[src/include/cpu_defs.svh]
`ifndef CPU_DEFS_SVH
`define CPU_DEFS_SVH

// unified memory depth in 32-bit words
`define CPU_MEM_WORDS 1024

// word index width, log2 of the depth
`define CPU_MEM_AW 10

// first fetch address once run_i goes high
`define CPU_RESET_PC 32'h0000_0000

`endif

[src/cpu_pkg.sv]
package cpu_pkg;

	typedef logic [31:0] word_t;
	typedef logic [31:0] addr_t;
	typedef logic [4:0] reg_idx_t;
	typedef logic [3:0] strb_t;

	// rv32i major opcodes, only the supported subset
	typedef enum logic [6:0] {
		OP_LUI    = 7'b0110111,
		OP_JAL    = 7'b1101111,
		OP_BRANCH = 7'b1100011,
		OP_LOAD   = 7'b0000011,
		OP_STORE  = 7'b0100011,
		OP_IMM    = 7'b0010011,
		OP_REG    = 7'b0110011,
		OP_SYSTEM = 7'b1110011
	} opcode_e;

	// multi-cycle core sequencing
	typedef enum logic [2:0] {
		S_IDLE,
		S_FETCH,
		S_EXEC,
		S_MEM,
		S_WB,
		S_HALT
	} core_state_e;

endpackage

[src/mem_arbiter.sv]
`timescale 1ns/1ps

module mem_arbiter (
	input  logic           clock,
	input  logic           arst_n_i,
	input  logic           host_req_i,
	input  logic           host_we_i,
	input  cpu_pkg::addr_t host_addr_i,
	input  cpu_pkg::word_t host_wdata_i,
	input  cpu_pkg::strb_t host_strb_i,
	output logic           host_done_o,
	output cpu_pkg::word_t host_rdata_o,
	input  logic           data_req_i,
	input  logic           data_we_i,
	input  cpu_pkg::addr_t data_addr_i,
	input  cpu_pkg::word_t data_wdata_i,
	input  cpu_pkg::strb_t data_strb_i,
	output logic           data_done_o,
	output cpu_pkg::word_t data_rdata_o,
	input  logic           fetch_req_i,
	input  cpu_pkg::addr_t fetch_addr_i,
	output logic           fetch_done_o,
	output cpu_pkg::word_t fetch_rdata_o,
	output logic           mem_en_o,
	output logic           mem_we_o,
	output cpu_pkg::addr_t mem_addr_o,
	output cpu_pkg::word_t mem_wdata_o,
	output cpu_pkg::strb_t mem_strb_o,
	input  cpu_pkg::word_t mem_rdata_i
);
	import cpu_pkg::*;

	logic  busy_q;
	logic  gnt_host_q, gnt_data_q, gnt_fetch_q;
	logic  pick_host, pick_data, pick_fetch;
	logic  sel_we;
	addr_t sel_addr;
	word_t sel_wdata;
	strb_t sel_strb;

	// fixed priority: host, then data, then fetch
	assign pick_host  = !busy_q && host_req_i;
	assign pick_data  = !busy_q && !host_req_i && data_req_i;
	assign pick_fetch = !busy_q && !host_req_i && !data_req_i && fetch_req_i;

	always_comb begin
		sel_we    = 1'b0;
		sel_addr  = fetch_addr_i;
		sel_wdata = '0;
		sel_strb  = '0;
		if (host_req_i) begin
			sel_we    = host_we_i;
			sel_addr  = host_addr_i;
			sel_wdata = host_wdata_i;
			sel_strb  = host_strb_i;
		end else if (data_req_i) begin
			sel_we    = data_we_i;
			sel_addr  = data_addr_i;
			sel_wdata = data_wdata_i;
			sel_strb  = data_strb_i;
		end
	end

	assign mem_en_o    = pick_host | pick_data | pick_fetch;
	assign mem_we_o    = mem_en_o & sel_we;
	assign mem_addr_o  = sel_addr;
	assign mem_wdata_o = sel_wdata;
	assign mem_strb_o  = sel_strb;

	// busy covers the response cycle, no new grant there
	always_ff @(posedge clock or negedge arst_n_i) begin
		if (!arst_n_i) begin
			busy_q      <= 1'b0;
			gnt_host_q  <= 1'b0;
			gnt_data_q  <= 1'b0;
			gnt_fetch_q <= 1'b0;
		end else begin
			busy_q      <= mem_en_o;
			gnt_host_q  <= pick_host;
			gnt_data_q  <= pick_data;
			gnt_fetch_q <= pick_fetch;
		end
	end

	assign host_done_o   = gnt_host_q;
	assign data_done_o   = gnt_data_q;
	assign fetch_done_o  = gnt_fetch_q;
	assign host_rdata_o  = gnt_host_q ? mem_rdata_i : '0;
	assign data_rdata_o  = gnt_data_q ? mem_rdata_i : '0;
	assign fetch_rdata_o = gnt_fetch_q ? mem_rdata_i : '0;

endmodule

[config.mk]
export PLATFORM = sky130hd
export DESIGN_NAME = mem_arbiter
export DESIGN_NICKNAME = d
export VERILOG_FILES = /design/src/include/cpu_defs.svh /design/src/cpu_pkg.sv /design/src/mem_arbiter.sv
export SDC_FILE = /design/constraint.sdc
export NUM_CORES = 1
export LEC_CHECK = 0
export BUFFER_PORTS_ARGS = -buffer_cell sky130_fd_sc_hd__buf_2
export CORE_AREA = 2 2 145 147
export CTS_CLUSTER_DIAMETER = 50
export DETAILED_ROUTE_END_ITERATION = 16
export DIE_AREA = 0 0 147 149
export GPL_TIMING_DRIVEN = 0
export RECOVER_POWER = 50
export SLEW_MARGIN = 20
export SYNTH_ARGS = -nofsm -noshare
export SYNTH_HDL_FRONTEND = slang
export SYNTH_SLANG_ARGS = --single-unit
export TNS_END_PERCENT = 1
[constraint.sdc]
create_clock -name clock -period 0.88 [get_ports clock]
set_clock_uncertainty 0.15 [all_clocks]
set_input_delay 0.044 -clock clock [delete_from_list [all_inputs] [get_ports clock]]
set_output_delay 0.044 -clock clock [all_outputs]
set_load 0.01 [all_outputs]
==> results of run 1 <==
[cell usage after synthesis (2+ instances only)]
master    number  area share
and2_1        96        0.32
o21ai_1       33       0.087
dfrtp_1        4       0.053
nand2_1       35       0.069
buf_2          5       0.013
buf_12         2       0.021
mux2i_1       32        0.17
buf_6          7       0.042
a22o_1        35        0.16
clkbuf_1      14       0.028
[repair_timing]
item / CTS / global route
hold endpoints to repair: 6 / 2
pin swaps: 42 / 5
resized for setup: 62 / 67
setup buffers: 2 / 0
setup endpoints to repair: 170 / 171
[cell families (layout without fill, tap and decap cells)]
| kind of cell | Yosys count | count (layout) | share of synthesized area |
|---|---|---|---|
| and+or+nand+nor | 138 | 138 | 0.415 |
| AOI/OAI and AO/OA | 69 | 69 | 0.252 |
| muxes | 32 | 32 | 0.169 |
| buffers and inverters | 29 | 410 | 0.112 |
| DFF | 4 | 4 | 0.0528 |
[power breakdown]
group / switching [mW] / total [mW] / internal [mW] / leakage (nW)
Clock: 0.130 / 0.728 / 0.598 / 0.0382
Sequential: 0.0502 / 0.256 / 0.206 / 0.0463
Combinational: 1.21 / 2.55 / 1.34 / 2.69
Total: 1.39 / 3.54 / 2.15 / 2.78
[registers in the layout, summed over array words and instances (netlist names)]
signal,cells
busy_q,1
data_done_o,1
fetch_done_o,1
host_done_o,1
[path summary, 6_finish.rpt]
path                                     endpoint  slack (ns)  depth (start not counted)
hold reg to reg                  busy_q$_DFF_PN0_        0.37                          1
max in group asynchronous  fetch_done_o$_DFF_PN0_        0.36                          2
setup / recovery                  host_rdata_o[0]       -0.50                          3
hold / removal                   busy_q$_DFF_PN0_       -0.03                          3
setup reg to reg           fetch_done_o$_DFF_PN0_       -0.03                          1
min in group asynchronous   host_done_o$_DFF_PN0_        0.02                          2
[routing by layer]
layer	vias to the layer above	GRT usage	wire length, um
met1	1602	0.155	6400
met5	-	0	13
met3	12	0.0144	1110
li1	1695	-	-
met4	2	0.0236	225
met2	250	0.237	8040
[per-stage QoR]
step | std cells | cell area (sq um) | util | hold WS, ns | setup TNS (ns)
floorplan | 272 | 1970 | - | -0.402 | -6.09
global placement | 921 | 4190 | 0.204 | -0.300 | -46.11
detailed placement | 921 | 4190 | 0.204 | -0.298 | -46.99
CTS | 928 | 4590 | 0.223 | -0.0372 | -59.54
global route | 928 | 4840 | 0.235 | -0.0389 | -63.59
finish | 928 | 4840 | 0.235 | -0.0327 | -56.65
[layout make-up]
class | count | area [sq um]
plain buffers | 29 | 370
fillers | 2261 | 15700
repair buffers | 377 | 2220
multi-input cells | 239 | 1710
well taps | 275 | 344
clock buffers | 4 | 78.8
flip-flops and latches | 4 | 105
==> flow_metrics.py, run 1 <==
metrics = {
    "timing": {
        "fmax_mhz": 723,
        "setup_viol": 170,
        "whs_ns": -0.0327,
        "min_period_over_period": 1.57,
        "rsz0062_at_grt": "true",
        "timing.final.ws_setup_ns": -0.503,
        "tightest_slew_ns": 0.426,
        "slew_headroom": 0.716,
        "slew_violations": 0,
        "hold_violations": 2,
        "fin_crit_ns": 1.38,
    },
    "final_layout": {
        "n_antenna_cell": 0,
        "mostFrequentLayoutCells": "buf_2, and2_1, buf_6",
        "drive_above_1_share": 0.701,
        "syn_to_final_growth_pct": 155,
        "mostFrequentLayoutCell": "buf_2",
        "final_nets": 861,
    },
    "synth": {
        "synth_cell_types": 19,
        "yosysSeqAreaShare": 0.0528,
        "synth-main-ff-cell": "dfrtp_1",
        "synth_edf_count": 0,
        "syn_avg_cell_area_sq_um": 6.96,
        "synth_area_sq_um": 1890,
        "synthesis.instances": 272,
        "synth-seq-cells": 4,
        "synth_fp_nets": 479,
        "ys.warnings.count": 0,
        "synth_async_sr_flop_share": 1.00,
    },
    "die": {
        "fp.dieW_um": 147,
        "rows": 53,
        "pin_count": 376,
        "die_y_um": 149,
        "coreArea_sq_um": 20600,
        "initial_core_util": 0.0921,
        "die-area_sq_um": 21900,
    },
    "power": {
        "p_leak_nw": 2.78,
        "ir_drop_mv": 0.399,
        "powerDensity_nw_per_um2": 731,
        "power_mw": 3.54,
    },
    "routing": {
        "ant_nets": 0,
        "dr.pass1.iters": 4,
        "num_vias": 3561,
        "wirelength_mm": 15.8,
        "drtIter0Drc": 91,
        "wl_per_cell_um": 17.0,
        "drc": 0,
        "via_per_inst": 3.84,
    },
    "cts": {
        "clk_latency_ns": 0.22,
        "htreeDepth": 1,
        "cts.sinks": 4,
        "cts_tree": "done",
        "cts-buffers-inserted": 3,
        "cts-hold-fix-buffers": 1,
        "root_buffer": "clkbuf_16",
        "clk_pin_slew_ns": 0.03,
        "cts.path.max_buffers": 2,
    },
    "place": {
        "gp_congestion": 0.823,
        "io_buffer_count": 374,
        "place_ws_ns": -0.434,
        "hpwlAfterDp_mm": 13.7,
    },
    "setup_path": {
        "critPathSlowestCell": "dfrtp_2",
        "crit_family": "flip-flops",
        "path_cells": "buf_4, and2_1, buf_2",
        "critical_path_required_ns": 0.69,
        "setup.worst_path.start_class": "flop",
        "crit_fanout": 4,
        "path_buf_inv": 2,
        "crit_path_max_incr_delay_ns": 0.48,
        "startpoint": "host_done_o$_DFF_PN0_",
        "cp_data_arrival_time_ns": 1.19,
        "r2r_start": "busy_q$_DFF_PN0_",
        "path_class": "reg2out",
        "endpoint_kind": "output pin",
    },
    "run_status": {
        "violations": "negative hold slack, negative setup slack",
        "outcome": "finished with violations",
    },
    "grt": {
        "grt_pass1_wl_mm": 20.4,
        "grt_max_degree": 11,
        "overflow": 0,
        "grt_usage": 0.126,
        "grt_pass1_vias": 3240,
        "antenna_found_initial": 1,
    },
    "min_path": {
        "min_from": "fetch_req_i",
        "hold_class": "in2reg",
    },
    "flow_run": {
        "cap_violations": 0,
    },
}
Note: power is estimated with default switching activity, not from simulation.
==> run 2: changes to the inputs <==
--- a/config.mk
+++ b/config.mk
@@ -5,11 +5,11 @@
 export SDC_FILE = /design/constraint.sdc
 export NUM_CORES = 1
 export LEC_CHECK = 0
-export BUFFER_PORTS_ARGS = -buffer_cell sky130_fd_sc_hd__buf_2
-export CORE_AREA = 2 2 145 147
+export CORE_AREA = 2 2 146 148
 export CTS_CLUSTER_DIAMETER = 50
 export DETAILED_ROUTE_END_ITERATION = 16
-export DIE_AREA = 0 0 147 149
+export DIE_AREA = 0 0 148 150
+export DONT_BUFFER_PORTS = 1
 export GPL_TIMING_DRIVEN = 0
 export RECOVER_POWER = 50
 export SLEW_MARGIN = 20
==> flow_metrics.py, run 2 (synthesized netlist as in run 1, its figures left out) <==
metrics = {
    "run_status": {
        "violations": "negative hold slack, negative setup slack",
        "outcome": "finished with violations",
    },
    "final_layout": {
        "mostFrequentLayoutCells": "and2_4, nand2_1, mux2i_1",
        "mostFrequentLayoutCell": "and2_4",
        "syn_to_final_growth_pct": 58.3,
        "final_nets": 486,
        "drive_above_1_share": 0.597,
        "n_antenna_cell": 0,
    },
    "timing": {
        "fmax_mhz": 773,
        "timing.final.ws_setup_ns": -0.413,
        "hold_violations": 5,
        "slew_violations": 0,
        "fin_crit_ns": 1.29,
        "whs_ns": -0.0370,
        "tns_ns": -37.85,
        "slew_headroom": 0.756,
        "min_period_over_period": 1.47,
        "tightest_slew_ns": 0.366,
        "setup_viol": 142,
        "rsz0062_at_grt": "true",
    },
    "setup_path": {
        "crit_fanout": 10,
        "rr_worst_depth": 1,
        "setup.worst_path.start_class": "flop",
        "path_cells": "buf_8, and2_1",
        "critical_path_required_ns": 0.69,
        "cp.depth": 2,
        "critPathSlowestCell": "dfrtp_2",
        "crit_family": "flip-flops",
        "endpoint_kind": "output pin",
        "path_class": "reg2out",
        "crit_path_max_incr_delay_ns": 0.50,
        "cp_data_arrival_time_ns": 1.10,
        "path_buf_inv": 1,
    },
    "grt": {
        "antenna_found_initial": 1,
        "grt_pass1_vias": 1885,
        "grt_max_degree": 11,
        "overflow": 0,
        "grt_usage": 0.0745,
        "grt_pass1_wl_mm": 12.1,
    },
    "cts": {
        "cts-hold-fix-buffers": 2,
        "root_buffer": "clkbuf_16",
        "cts_tree": "done",
        "clk_pin_slew_ns": 0.03,
        "htreeDepth": 1,
        "cts-buffers-inserted": 3,
        "cts.sinks": 4,
        "clk_latency_ns": 0.22,
        "cts.path.max_buffers": 2,
    },
    "min_path": {
        "holdPathStages": 2,
        "hold_class": "in2reg",
    },
    "die": {
        "die-area_sq_um": 22200,
        "coreArea_sq_um": 20700,
        "fp.dieW_um": 148,
        "rows": 53,
        "die_y_um": 150,
        "pin_count": 376,
        "initial_core_util": 0.0916,
    },
    "place": {
        "hpwlAfterDp_mm": 8.20,
        "gp_congestion": 0.867,
        "io_buffer_count": 0,
    },
    "routing": {
        "drtIter0Drc": 96,
        "ant_nets": 0,
        "num_vias": 2239,
        "via_per_inst": 4.05,
        "dr.pass1.iters": 4,
        "wl_per_cell_um": 18.3,
        "wirelength_mm": 10.1,
        "drc": 0,
    },
    "power": {
        "power_mw": 2.56,
        "ir_drop_mv": 0.766,
        "powerDensity_nw_per_um2": 852,
        "p_leak_nw": 1.26,
    },
    "flow_run": {
        "cap_violations": 0,
    },
}
-- run 2: metrics by stage --
step / std cells / area [sq um] / worst slack [ns] / utilization
global placement: 547 / 2310 / -0.551 / 0.112
finish: 553 / 3000 / -0.413 / 0.145
floorplan: 272 / 1970 / -0.0763 / -
CTS: 553 / 2860 / -0.425 / 0.138
detailed placement: 547 / 2310 / -0.566 / 0.112
global route: 553 / 3000 / -0.437 / 0.145
-- run 2: worst paths after layout --
path	start	end	slack [ns]
max reg2reg	busy_q$_DFF_PN0_	fetch_done_o$_DFF_PN0_	-0.07
min reg2reg	busy_q$_DFF_PN0_	data_done_o$_DFF_PN0_	0.41
max	data_done_o$_DFF_PN0_	data_rdata_o[4]	-0.41
min	fetch_req_i	busy_q$_DFF_PN0_	-0.04
max in group asynchronous	arst_n_i	busy_q$_DFF_PN0_	0.39
min in group asynchronous	arst_n_i	fetch_done_o$_DFF_PN0_	-0.03
-- run 2: layout make-up --
class	instances	area [sq um]
clock buffers	4	78.8
repair buffers	2	20.0
fillers	2333	17700
well taps	275	344
plain buffers	29	389
multi-input cells	239	2060
flip-flops and latches	4	105
-- run 2: power breakdown --
part,internal [mW],switching [mW],total (mW)
clock,0.599,0.134,0.733
sequential,0.206,0.0601,0.266
combinational,0.741,0.815,1.56
total,1.55,1.01,2.56
-- run 2: repair_timing --
| item | 4_1_cts | 5_1_grt |
|---|---|---|
| setup endpoints to repair | 170 | 163 |
| buffers inserted | 0 | 0 |
| pin swaps | 45 | 7 |
| resized for setup | 130 | 35 |
| hold endpoints to repair | 5 | 5 |
-- run 2: layer usage --
metal | GRT usage | part of all wire
met1 | 0.0866 | 0.37
met2 | 0.141 | 0.53
met3 | 0.0122 | 0.080
met4 | 0.0186 | 0.018
met5 | 0 | 0.0016
==> run 3: changes to the inputs <==
--- a/config.mk
+++ b/config.mk
@@ -5,12 +5,15 @@
 export SDC_FILE = /design/constraint.sdc
 export NUM_CORES = 1
 export LEC_CHECK = 0
-export CORE_AREA = 2 2 146 148
+export CELL_PAD_IN_SITES_DETAIL_PLACEMENT = 0
+export CELL_PAD_IN_SITES_GLOBAL_PLACEMENT = 2
+export CORE_AREA = 2 2 148 150
 export CTS_CLUSTER_DIAMETER = 50
 export DETAILED_ROUTE_END_ITERATION = 16
-export DIE_AREA = 0 0 148 150
+export DIE_AREA = 0 0 150 152
 export DONT_BUFFER_PORTS = 1
 export GPL_TIMING_DRIVEN = 0
+export PLACE_DENSITY_LB_ADDON = 0.1
 export RECOVER_POWER = 50
 export SLEW_MARGIN = 20
 export SYNTH_ARGS = -nofsm -noshare
==> flow_metrics.py, run 3 (synthesized netlist as in run 1, its figures left out) <==
metrics = {
    "cts": {
        "cts.sinks": 4,
        "cts.path.max_buffers": 2,
        "cts-buffers-inserted": 3,
        "cts_tree": "done",
        "htreeDepth": 1,
        "clk_latency_ns": 0.22,
        "cts-hold-fix-buffers": 1,
        "clk_pin_slew_ns": 0.03,
        "root_buffer": "clkbuf_16",
    },
    "final_layout": {
        "design_area_sq_um": 3070,
        "mostFrequentLayoutCells": "and2_4, nand2_1, mux2i_1",
        "final_nets": 486,
        "drive_above_1_share": 0.640,
        "n_antenna_cell": 0,
        "n_fill_cell": 2440,
        "mostFrequentLayoutCell": "and2_4",
        "final_cells": 558,
        "final_util": 0.144,
        "syn_to_final_growth_pct": 61.8,
    },
    "timing": {
        "min_period_over_period": 1.49,
        "tightest_slew_ns": 0.410,
        "fin_crit_ns": 1.31,
        "fmax_mhz": 761,
        "slew_headroom": 0.726,
        "setup_viol": 138,
        "rsz0062_at_grt": "true",
        "tns_ns": -38.56,
        "slew_violations": 0,
        "timing.final.ws_setup_ns": -0.434,
        "whs_ns": -0.128,
        "hold_violations": 6,
    },
    "run_status": {
        "outcome": "finished with violations",
        "violations": "negative hold slack, negative setup slack",
    },
    "power": {
        "switching_share": 0.389,
        "ir_drop_mv": 0.595,
        "seqPwrFrac": 0.106,
        "p_leak_nw": 1.28,
        "p_switching_mw": 1.01,
        "power_frac_clock": 0.281,
        "power_mw": 2.59,
        "combPwrFrac": 0.613,
        "powerDensity_nw_per_um2": 844,
        "p_int_mw": 1.58,
    },
    "place": {
        "hpwlAfterDp_mm": 8.70,
        "place_ws_ns": -0.404,
        "gp_congestion": 0.731,
        "io_buffer_count": 0,
        "place_area_sq_um": 2320,
        "place_inst": 552,
    },
    "grt": {
        "overflow": 0,
        "grt_max_degree": 11,
        "grt_usage": 0.0791,
        "antenna_found_initial": 0,
        "grt_pass1_vias": 2267,
        "grt_pass1_wl_mm": 13.6,
    },
    "setup_path": {
        "cp_data_arrival_time_ns": 1.12,
        "endpoint_kind": "output pin",
        "setup.worst_path.start_class": "flop",
        "critical_path_required_ns": 0.69,
        "crit_fanout": 7,
        "path_class": "reg2out",
    },
    "die": {
        "die_y_um": 152,
        "rows": 54,
        "initial_core_util": 0.0887,
        "fp.dieW_um": 150,
        "coreArea_sq_um": 21400,
        "pin_count": 376,
        "die-area_sq_um": 22800,
    },
    "routing": {
        "via_per_inst": 3.89,
        "wl_per_cell_um": 18.2,
        "drc": 0,
        "ant_nets": 0,
        "dr.pass1.iters": 4,
        "drtIter0Drc": 45,
        "wirelength_mm": 10.2,
        "num_vias": 2171,
    },
    "flow_run": {
        "cap_violations": 0,
    },
    "min_path": {
        "hold_class": "in2reg",
    },
}
[run 3: cell count changes in the layout (fill, tap and decap cells not counted), sizes merged]
cell         change
clkbuf           -3
buf              +4
dlygate4sd3      -1
[run 3: routing by layer]
metal  wire (um)  vias up  GRT usage
met5           0        -          0
met4         237        0     0.0238
met3         980       10     0.0207
met2        5890      204      0.167
met1        3070     1007     0.0702
li1            -      950          -
[run 3: power by group through the flow]
stage	Combinational (mW)	Clock [mW]	Sequential, mW
floorplan	0.988	0	0.233
global placement	1.23	0	0.258
detailed placement	1.20	0	0.260
CTS	1.49	0.741	0.269
global route	1.71	0.759	0.283
finish	1.59	0.727	0.273
[run 3: critical path: stages, from the launching register on]
cell and delay, ns:
dfrtp_4 0.56, clkbuf_16 0.19, and2_4 0.14
[run 3: area by class of cell]
cell class / instances / area [sq um] / share of cell area
plain buffers: 29 / 387 / 0.126
flip-flops and latches: 4 / 108 / 0.0351
multi-input cells: 239 / 2110 / 0.687
repair buffers: 2 / 35.0 / 0.0114
clock buffers: 4 / 78.8 / 0.0257
well taps: 280 / 350 / 0.114
[run 3: final timing paths]
| kind | from | end | slack (ns) | cells past startpoint |
|---|---|---|---|---|
| max in group asynchronous | arst_n_i | data_done_o$_DFF_PN0_ | 0.40 | 1 |
| min reg2reg | busy_q$_DFF_PN0_ | data_done_o$_DFF_PN0_ | 0.39 | 1 |
| max | data_done_o$_DFF_PN0_ | data_rdata_o[6] | -0.43 | 2 |
| min | fetch_req_i | fetch_done_o$_DFF_PN0_ | -0.13 | 1 |
| max reg2reg | busy_q$_DFF_PN0_ | fetch_done_o$_DFF_PN0_ | -0.18 | 1 |
| min in group asynchronous | arst_n_i | data_done_o$_DFF_PN0_ | -0.03 | 1 |
[run 3: repair_timing]
item	4_1_cts	5_1_grt
setup buffers	0	0
pin swaps	47	19
endpoints found under the hold margin	6	6
endpoints found under the setup margin	169	167
cloned	0	1
resized for setup	128	51
